==> config.mk <==
export PLATFORM = sky130hd
export DESIGN_NAME = branchPipe
export DESIGN_NICKNAME = d
export VERILOG_FILES = /design/src/branchPkg.sv /design/src/stageIf.sv /design/src/branchPipe.sv /design/src/dcdResolver.sv /design/src/exeCorrector.sv /design/src/pfb0Predictor.sv
export SDC_FILE = /design/constraint.sdc
export NUM_CORES = 1
export LEC_CHECK = 0
export ABC_AREA = 0
export CAP_MARGIN = 5
export CELL_PAD_IN_SITES_DETAIL_PLACEMENT = 0
export CELL_PAD_IN_SITES_GLOBAL_PLACEMENT = 1
export CORE_ASPECT_RATIO = 1.1
export CORE_MARGIN = 1
export CORE_UTILIZATION = 24
export DETAILED_ROUTE_END_ITERATION = 12
export DONT_BUFFER_PORTS = 1
export PLACE_DENSITY = 0.48
export SYNTH_ARGS = -nofsm -noshare
export SYNTH_HDL_FRONTEND = slang
export SYNTH_SLANG_ARGS = --single-unit
==> constraint.sdc <==
create_clock -name clk -period 5.7 [get_ports clk]
set_clock_uncertainty 0.2 [all_clocks]
set_input_delay 1.14 -clock clk [delete_from_list [all_inputs] [get_ports clk]]
set_output_delay 1.14 -clock clk [all_outputs]
set_load 0.005 [all_outputs]
==> src/branchPkg.sv <==
`default_nettype none

package branchPkg;

  // field widths of the branch instruction encoding
  localparam int boW   = 5;
  localparam int sprnW = 10;

  // bit 0 is the most significant bit, as in the architecture books
  typedef logic [0:boW-1]   boT;
  // the two 5-bit halves are already swapped back into the natural SPR number
  typedef logic [0:sprnW-1] sprnT;

  localparam sprnT sprLr  = 10'd8;
  localparam sprnT sprCtr = 10'd9;

  // one decoded instruction as it travels down the front end
  typedef struct packed {
    logic isB;
    logic isBc;
    logic isMtspr;
    logic updatesCr;
    logic priOp5;
    logic secOp0;
    logic lk;
    boT   bo;
    logic bd0;
    sprnT sprn;
  } instrT;

  // occupancy of a stage register
  typedef enum logic {empty = 1'b0, full = 1'b1} stageState;

  ////////////////////////////////////////
  // decode helpers shared by the stages
  ////////////////////////////////////////

  // priOp5 marks a branch through a register and secOp0 picks which one
  function automatic logic isBclr(input instrT ins);
    return ins.priOp5 & ~ins.secOp0;
  endfunction

  function automatic logic isBcctr(input instrT ins);
    return ins.priOp5 & ins.secOp0;
  endfunction

  function automatic logic movesCtr(input instrT ins);
    return ins.isMtspr & (ins.sprn == sprCtr);
  endfunction

  // an mtspr to LR or any branch that links rewrites LR
  function automatic logic writesLr(input instrT ins);
    return (ins.isMtspr & (ins.sprn == sprLr)) | ((ins.isB | ins.isBc) & ins.lk);
  endfunction

  // a conditional branch with BO2 clear decrements CTR on its way through
  function automatic logic writesCtr(input instrT ins);
    return movesCtr(ins) | (ins.isBc & ~ins.bo[2]);
  endfunction

endpackage

`default_nettype wire

==> src/stageIf.sv <==
`timescale 1ns/1ps
`default_nettype none

// one stage hands its instruction and its saved prediction state to the next
interface stageIf;
  import branchPkg::*;

  logic  full;
  instrT instr;
  // saved prediction out of pfb0, saved predict flag out of dcd
  logic  pred;
  // direction the branch was given in pfb0, only carried from dcd to exe
  logic  fromPfb0;

  modport src (output full, output instr, output pred, output fromPfb0);
  modport dst (input full, input instr, input pred, input fromPfb0);
endinterface

// register updates still in flight in exe, fed back to pfb0 and dcd
interface exePendIf;
  logic lrUpdate;
  logic ctrUpForBcctr;
  logic mtCtr;
  logic crUpdate;

  modport src (output lrUpdate, output ctrUpForBcctr, output mtCtr, output crUpdate);
  modport dst (input lrUpdate, input ctrUpForBcctr, input mtCtr, input crUpdate);
endinterface

`default_nettype wire

==> src/branchPipe.sv <==
`timescale 1ns/1ps
`default_nettype none

module branchPipe (
  input  logic             clk,
  input  logic             rst,
  input  logic             fetchValid,
  input  branchPkg::instrT fetchInstr,
  input  logic             hold,
  input  logic             flush,
  input  logic             dcdCondOk,
  input  logic             exeCondOk,
  output logic             pfb0Target,
  output logic             dcdCorrect,
  output logic             exeCorrect,
  output logic             branchTarCrt
);

  ////////////////////////////////////////
  // stage links
  ////////////////////////////////////////
  stageIf   pfb0ToDcd ();
  stageIf   dcdToExe ();
  exePendIf exePend ();

  // dcd register writes, looked at by the pfb0 veto
  logic dcdLrPending;
  logic dcdCtrPending;

  pfb0Predictor uPfb0 (
    .clk           (clk),
    .rst           (rst),
    .fetchValid    (fetchValid),
    .fetchInstr    (fetchInstr),
    .hold          (hold),
    .flush         (flush),
    .pend          (exePend.dst),
    .dcdLrPending  (dcdLrPending),
    .dcdCtrPending (dcdCtrPending),
    .toDcd         (pfb0ToDcd.src),
    .pfb0Target    (pfb0Target)
  );

  dcdResolver uDcd (
    .clk           (clk),
    .rst           (rst),
    .hold          (hold),
    .flush         (flush),
    .fromPfb0      (pfb0ToDcd.dst),
    .pend          (exePend.dst),
    .dcdCondOk     (dcdCondOk),
    .toExe         (dcdToExe.src),
    .dcdLrPending  (dcdLrPending),
    .dcdCtrPending (dcdCtrPending),
    .dcdCorrect    (dcdCorrect)
  );

  exeCorrector uExe (
    .clk        (clk),
    .rst        (rst),
    .hold       (hold),
    .fromDcd    (dcdToExe.dst),
    .pend       (exePend.src),
    .exeCondOk  (exeCondOk),
    .exeCorrect (exeCorrect)
  );

  // fetch has to redirect whenever any stage either targets or corrects
  assign branchTarCrt = pfb0Target | dcdCorrect | exeCorrect;

endmodule

`default_nettype wire

==> src/dcdResolver.sv <==
`timescale 1ns/1ps
`default_nettype none

module dcdResolver (
  input  logic  clk,
  input  logic  rst,
  input  logic  hold,
  input  logic  flush,
  stageIf.dst   fromPfb0,
  exePendIf.dst pend,
  input  logic  dcdCondOk,
  stageIf.src   toExe,
  output logic  dcdLrPending,
  output logic  dcdCtrPending,
  output logic  dcdCorrect
);
  import branchPkg::*;

  stageState dcdState;
  instrT     dcdInstr;
  // direction this branch got in pfb0
  logic      pfbPred;
  logic      firstCycle;
  logic      predictHolding;
  logic      isFull;
  logic      isBcFull;
  logic      predict;
  logic      predictQ;
  logic      savedPredict;

  assign isFull   = (dcdState == full);
  assign isBcFull = isFull & dcdInstr.isBc;

  // register writes by the instruction sitting in dcd, seen by pfb0
  assign dcdLrPending  = isFull & writesLr(dcdInstr);
  assign dcdCtrPending = isFull & writesCtr(dcdInstr);

  ////////////////////////////////////////
  // predict decision
  ////////////////////////////////////////

  // the condition cannot be resolved yet when exe still changes what it reads
  assign predict = (~dcdInstr.bo[0] & pend.crUpdate) |
                   (~dcdInstr.bo[2] & pend.mtCtr) |
                   (isBclr(dcdInstr) & pend.lrUpdate) |
                   (isBcctr(dcdInstr) & pend.ctrUpForBcctr);

  assign predictQ = predict & isBcFull;

  // predict from the first cycle is what exe sees, even after a long hold
  assign savedPredict = firstCycle ? predictQ : predictHolding;

  // resolved here and pfb0 guessed the other way
  assign dcdCorrect = isBcFull & firstCycle & ~predict & (pfbPred ^ dcdCondOk);

  // a predicting branch keeps its pfb0 direction into exe
  assign toExe.full     = isFull;
  assign toExe.instr    = dcdInstr;
  assign toExe.pred     = savedPredict;
  assign toExe.fromPfb0 = pfbPred;

  ////////////////////////////////////////
  // stage register
  ////////////////////////////////////////
  always_ff @(posedge clk)
  begin
    if (rst)
    begin
      dcdState       <= empty;
      firstCycle     <= 1'b1;
      predictHolding <= 1'b0;
    end
    else
    begin
      firstCycle     <= flush | ~(isFull & hold);
      predictHolding <= savedPredict;
      // flush wins over hold
      if (flush)
        dcdState <= empty;
      else if (!hold)
        dcdState <= fromPfb0.full ? full : empty;
    end
  end

  always_ff @(posedge clk)
  begin
    if (!hold)
    begin
      dcdInstr <= fromPfb0.instr;
      // already qualified with bc and full in pfb0
      pfbPred  <= fromPfb0.pred;
    end
  end

endmodule

`default_nettype wire

==> src/exeCorrector.sv <==
`timescale 1ns/1ps
`default_nettype none

module exeCorrector (
  input  logic  clk,
  input  logic  rst,
  input  logic  hold,
  stageIf.dst   fromDcd,
  exePendIf.src pend,
  input  logic  exeCondOk,
  output logic  exeCorrect
);
  import branchPkg::*;

  stageState exeState;
  instrT     exeInstr;
  // dcd could not resolve this branch
  logic      exePredict;
  // direction that was assumed while predicting
  logic      exeDir;
  logic      isFull;

  assign isFull = (exeState == full);

  // exe never holds, so a full exe is always in its first cycle
  // and the full bit stands in for the first-cycle bit

  ////////////////////////////////////////
  // pending updates fed back upstream
  ////////////////////////////////////////
  assign pend.lrUpdate      = isFull & writesLr(exeInstr);
  assign pend.ctrUpForBcctr = isFull & writesCtr(exeInstr);
  assign pend.mtCtr         = isFull & movesCtr(exeInstr);
  assign pend.crUpdate      = isFull & exeInstr.updatesCr;

  // every condition is known by now, so only a predicting branch can be wrong
  assign exeCorrect = isFull & exeInstr.isBc & exePredict & (exeDir ^ exeCondOk);

  always_ff @(posedge clk)
  begin
    if (rst)
      exeState <= empty;
    else if (hold)
      // dcd keeps its instruction, exe takes a bubble
      exeState <= empty;
    else
      exeState <= fromDcd.full ? full : empty;
  end

  always_ff @(posedge clk)
  begin
    exeInstr   <= fromDcd.instr;
    exePredict <= fromDcd.pred;
    exeDir     <= fromDcd.fromPfb0;
  end

endmodule

`default_nettype wire

==> src/pfb0Predictor.sv <==
`timescale 1ns/1ps
`default_nettype none

module pfb0Predictor (
  input  logic             clk,
  input  logic             rst,
  input  logic             fetchValid,
  input  branchPkg::instrT fetchInstr,
  input  logic             hold,
  input  logic             flush,
  exePendIf.dst            pend,
  input  logic             dcdLrPending,
  input  logic             dcdCtrPending,
  stageIf.src              toDcd,
  output logic             pfb0Target
);
  import branchPkg::*;

  stageState pfbState;
  instrT     pfbInstr;
  logic      firstCycle;
  logic      predHolding;
  logic      isFull;
  logic      staticTaken;
  logic      vetoed;
  logic      predQ;
  logic      savedPred;

  assign isFull = (pfbState == full);

  // static prediction from BO and the sign of the displacement
  assign staticTaken = (pfbInstr.bo[0] & pfbInstr.bo[2]) | (pfbInstr.bd0 ^ pfbInstr.bo[4]);

  // a branch through LR or CTR is guessed not taken while an older
  // instruction in dcd or exe is still rewriting that register
  assign vetoed = (isBclr(pfbInstr) & (dcdLrPending | pend.lrUpdate)) |
                  (isBcctr(pfbInstr) & (dcdCtrPending | pend.ctrUpForBcctr));

  assign predQ = staticTaken & ~vetoed & pfbInstr.isBc & isFull;

  // the redirect goes out once, in the cycle the instruction arrives
  assign pfb0Target = ((pfbInstr.isB & isFull) | predQ) & firstCycle;

  // after the first cycle the pending flags may have moved on,
  // so dcd gets the value that was used for the target
  assign savedPred = firstCycle ? predQ : predHolding;

  assign toDcd.full     = isFull;
  assign toDcd.instr    = pfbInstr;
  assign toDcd.pred     = savedPred;
  assign toDcd.fromPfb0 = 1'b0;

  ////////////////////////////////////////
  // stage register
  ////////////////////////////////////////
  always_ff @(posedge clk)
  begin
    if (rst)
    begin
      pfbState    <= empty;
      firstCycle  <= 1'b1;
      predHolding <= 1'b0;
    end
    else
    begin
      // a full stage that holds is no longer in its first cycle
      firstCycle  <= flush | ~(isFull & hold);
      predHolding <= savedPred;
      if (flush)
        pfbState <= empty;
      else if (!hold)
        pfbState <= fetchValid ? full : empty;
    end
  end

  // instruction bits only matter when the state says full
  always_ff @(posedge clk)
  begin
    if (!hold)
      pfbInstr <= fetchInstr;
  end

endmodule

`default_nettype wire

# --- Word level (Yosys, flattened, before mapping) ---
# Index checks and enable logic that the tools add are counted.
classes:
  n_eq_ne: 4
  mux: 5
  bitwise: 70
  reduce_logical: 2
op_table:
  columns: ["cell", "count"]
  rows:
  - ["bitwise AND 1 bit", 40]
  - ["equality test 10 x 4 -> 1 bit, second input constant", 4]
  - ["OR 1 bit", 18]
  - ["inverter 1 bit", 9]
  - ["2-to-1 mux 1 bit", 5]
  - ["OR reduction 2 bit", 2]
  - ["bitwise XOR 1 bit", 3]
word_totals:
  regBits: 73
  inputBits: 30
  out_inout_bits: 4

# --- Depth between registers and ports, before layout ---
logic_depth:
  ltp_word: 15
  ltp_mapped: 6
  depth_no_buf: 6

# --- Cells and area by module ---
# Synthesis repeated with hierarchy kept, for this count alone.
unflattened:
  cells_unflattened: 134
  area_unflattened_um2: 2378.5
modules_own_cells:
  columns: ["module", "instances", "cells_per_inst", "area_each_um2", "seq_area_each_um2"]
  rows:
  - ["dcdResolver", 1, 52, 967.2, 780.7]
  - ["pfb0Predictor", 1, 47, 904.6, 750.7]
  - ["exeCorrector", 1, 34, 500.5, 380.4]
  - ["branchPipe", 1, 1, 6.3, 0.0]

# --- Worst setup path after synthesis ---
# No wires, ideal clock.
synth_path:
  kind: "input-to-output"
  startpoint: "input dcdCondOk"
  endpoint: "output branchTarCrt"
  arrival_ps: 1836
  slack_ps: 2524
  path_stages: 4
  n_path_buf: 0
  cell_sequence: "xnor2_1 > or3_1 > nor3_2 > or3_1"
synth_via:
  elab_chain_len: 4
synth_rtl:
  columns: ["item", "line", "source"]
  rows:
  - ["from (decl)", "branchPipe.sv:11", "input logic dcdCondOk,"]
  - ["bitwise XOR 1 bit", "dcdResolver.sv:54", "assign dcdCorrect = isBcFull & firstCycle & ~predict & (pfbPred ^ dcdCondOk);"]
  - ["bitwise AND 1 bit", "dcdResolver.sv:54", null]
  - ["net dcdCorrect", "branchPipe.sv:14", "output logic dcdCorrect,"]
  - ["OR 1 bit (2 in series)", "branchPipe.sv:69", "assign branchTarCrt = pfb0Target | dcdCorrect | exeCorrect;"]
  - ["to (decl)", "branchPipe.sv:16", "output logic branchTarCrt"]
# The timed path passes the listed nets, and every way through them passes these cells.

# --- Worst setup path in the final report ---
layout_path:
  startpoint: "register uDcd.dcdState (netlist: uDcd.toExe.full)"
  endpoint: "output branchTarCrt"
layout_via:
  elab_chain_len: 12
  word_cells_on_any_way: 19
  cone_classes: "bitwise (19)"
layout_rtl:
  columns: ["item", "line", "source"]
  rows:
  - ["from (decl)", "dcdResolver.sv:19", "stageState dcdState;"]
  - ["from (signal assigned)", "dcdResolver.sv:69", "dcdState <= empty;"]
  - ["from (signal assigned)", "dcdResolver.sv:79", "dcdState <= empty;"]
  - ["from (signal assigned)", "dcdResolver.sv:81", "dcdState <= fromPfb0.full ? full : empty;"]
  - ["bitwise AND 1 bit (on tied branches)", "dcdResolver.sv:35, dcdResolver.sv:36", null]
  - ["OR 1 bit (on tied branches)", "pfb0Predictor.sv:36, pfb0Predictor.sv:37", null]
  - ["bitwise AND 1 bit (on tied branches)", "pfb0Predictor.sv:36, pfb0Predictor.sv:37", null]
  - ["OR 1 bit (*)", "pfb0Predictor.sv:36", "assign vetoed = (isBclr(pfbInstr) & (dcdLrPending | pend.lrUpdate)) |"]
  - ["inverter 1 bit (*)", "pfb0Predictor.sv:39", "assign predQ = staticTaken & ~vetoed & pfbInstr.isBc & isFull;"]
  - ["bitwise AND 1 bit (*) (3 in series)", "pfb0Predictor.sv:39", null]
  - ["OR 1 bit (*)", "pfb0Predictor.sv:42", "assign pfb0Target = ((pfbInstr.isB & isFull) | predQ) & firstCycle;"]
  - ["bitwise AND 1 bit (*)", "pfb0Predictor.sv:42", null]
  - ["net pfb0Target", "branchPipe.sv:13", "output logic pfb0Target,"]
  - ["OR 1 bit (*) (2 in series)", "branchPipe.sv:69", null]
# The timed path passes the listed nets; every way through them passes the cells marked *.

==> run metrics <==
Critical Path Start=uDcd.toExe.full; critical path endpoint=branchTarCrt; max cap viols=0; Num CTS Buffers=9; count of pins over their slew limit=0; fillers=846; Worst Setup Start Kind=flip-flop; Routed wire per std cell=13.3 um; worst-path fanout max=8; power per cell area=392 mW/mm2; synthesis-stage register bit count=66; crit-path cells=and4bb_1 -> nand3_1 -> o2111ai_1 -> a311o_2 -> nand2_2 -> or3_1; worst rel slew slack=67.9%; area delta synth->final=16.4%; total number of vias=1,053; RSZ-0062 raised after global routing=no; Seq/Total Area, Yosys=80.8%; Die H=101 um; flop2flop setup slack=3.88 ns; Syn Area/Cell=16.9 um2; Worst Path Required=4.36 ns; Peak supply drop=0.153 mV; layout cells sized above 1=15.4%; cell depth of the worst flop-to-flop path=5; Synth area leader=edfxtp_1; Cells after Synth=127; post-synth cell types=33; PortBufs=0; Final setup viols=0; leakage power=0.869 nW; H-tree depth=3; Setup CP Type=flip-flop to output pin; Slew @ Worst Pin=0.482 ns; RR Startpoint=uDcd.toExe.full; fin crit period=3.41 ns; Main synth FF type=edfxtp_1; Hold Vio Cnt, Final=0; worst hold start=uDcd.toExe.instr[19]; Stages on worst setup path=6; Initial Util=25.1%; number of synthesized flops with an enable pin=41; IO Pins=34; Initial DRC Count=69; largest net degree at the start of global routing=39; gr usage total=8.30%; Post-CTS Setup Bufs=0; crit path buf inv count=0; Yosys warning total=0; post-cts resize count=0; first-pass GRT wire length=5450 um; Via density=4.15; Hold/Removal Path Class=flip-flop to flip-flop; GP Congestion=0.684; critical path's largest stage delay=0.50 ns; vias in the first global route=1,110; clk slew on worst S/H paths=0.07 ns; n_diodes=0; status=finished, final reports clean; ranking of synthesized cells by area=edfxtp_1 (57%), dfxtp_1 (23%), nand2_1 (1.4%); Sink Count=66; CTS Hold Bufs=0; highest-delay cell along the critical path=dfxtp_1; First-pass DRT Iterations=4; die area=0.00931 mm2; clk buf depth=2; net count after synthesis=157; clk_lat worst skew=0.33 ns; layout net count=168; Detailed Place HPWL=2400 um; Worst EP arrival=2.07 ns; Core Area=0.00854 mm2; CTS tree=yes; mapped cell area=0.00214 mm2; Post-Route WL=3390 um; # rows=35; antenna violations before repair=0; Tcrit/Tclk final=59.7%; Synth top area share=57.4%; CTS Root Buffer Type=clkbuf_8; delay-heaviest family, CP=simple AND/OR/NAND/NOR gates; Die Wd=92.1 um; total power=0.000978 W; gr ovfl total=0; fmax=0.294 GHz; R2R Path End=uDcd.toExe.fromPfb0; crit path capture type=output pin; setup TNS=0 ns; Final ANT Viol Nets=0; Async SR Flop Fraction=0%; # DRC=0; WHS Path Cells=0
-- power breakdown --
part,internal (W),switching [W],total (W)
registers,0.000541,0.0000139,0.000555
clock network,0.000243,0.000163,0.000406
logic,0.00000657,0.00000976,0.0000163
total,0.000791,0.000187,0.000978
-- cell usage in the layout (no fill, tap or decap), types with 3 or more instances in the layout --
master     n
clkbuf_8   9
dfxtp_1   25
edfxtp_1  41
nand2_1    8
nand3_1    5
nand4_1    4
nor2_1     4
nor3_1     4
xnor2_1    3
-- cell usage after synthesis, drive strengths merged (2+ instances only) --
library cell and count:
edfxtp 41, dfxtp 25, nand2 9, nand3 5
nor3 5, nand4 4, nor2 4, nor3b 3
xnor2 3, and3 2, inv 2, mux2i 2
nand2b 2, o211ai 2, o21ai 2, or3 2
-- area by class of cell --
| class | instances | area, um2 | area share (%) |
|---|---|---|---|
| Tap cell | 111 | 139 | 5.57 |
| Inverter | 2 | 7.51 | 0.301 |
| Sequential cell | 66 | 1730 | 69.4 |
| Clock buffer | 10 | 128 | 5.12 |
| Clock inverter | 6 | 81.3 | 3.26 |
| Multi-Input combinational cell | 58 | 400 | 16.0 |
| Timing Repair Buffer | 1 | 7.51 | 0.301 |
-- worst reg2reg max path, cell delays in order, from the launching register on --
cell,delay (ns)
dfxtp_1,0.50
and4bb_1,0.28
nand3_1,0.09
o2111ai_1,0.20
a311o_2,0.24
nand2_1,0.06
-- routing by layer --
| metal | GRT usage (%) | vias up | wire [um] |
|---|---|---|---|
| met5 | 0 | - | 0 |
| met1 | 8.20 | 522 | 1360 |
| met3 | 3.24 | 7 | 106 |
| met2 | 13.9 | 17 | 1850 |
| li1 | - | 507 | - |
| met4 | 6.85 | 0 | 73 |
-- kinds of logic (layout without fill, tap and decap cells) --
kind of cell | count (synthesis) | in the layout | share of synthesized area, %
flops | 66 | 66 | 80.8
simple gates | 42 | 42 | 12.7
compound gates | 11 | 11 | 3.85
xor+xnor | 3 | 3 | 1.23
buf+inv | 3 | 19 | 0.525
mux | 2 | 2 | 0.934
-- registers in the layout, summed over array words and instances (netlist names) --
name,flops
uDcd.toExe.full,1
uDcd.toExe.fromPfb0,1
uPfb0.firstCycle,1
uExe.exeInstr,16
uPfb0.toDcd.instr,21
uDcd.toExe.instr,19
uDcd.firstCycle,1
uExe.exeState,1
uExe.exePredict,1
uExe.exeDir,1
uPfb0.toDcd.full,1
uPfb0.predHolding,1
uDcd.predictHolding,1
-- worst min path at each step --
stage / endpoint / slack (ns)
detailed placement: uExe.exeInstr[19] / 0.13
global route: uExe.exeInstr[22] / 0.19
global placement: uExe.exeInstr[19] / 0.13
floorplan: uExe.exeInstr[19] / 0.12
finish: uExe.exeInstr[19] / 0.15
CTS: uExe.exeInstr[19] / 0.15
-- through the flow --
step	setup WS, ns	cell area, um2	hold slack, ns	utilization [%]	cells
floorplan	2.52	2140	0.123	-	127
global placement	2.43	2290	0.130	26.8	238
detailed placement	2.42	2290	0.132	26.8	238
CTS	2.23	2490	0.153	29.2	254
global route	2.10	2490	0.186	29.2	254
finish	2.29	2490	0.148	29.2	254
No activity file was read; power rests on OpenSTA's default activity.
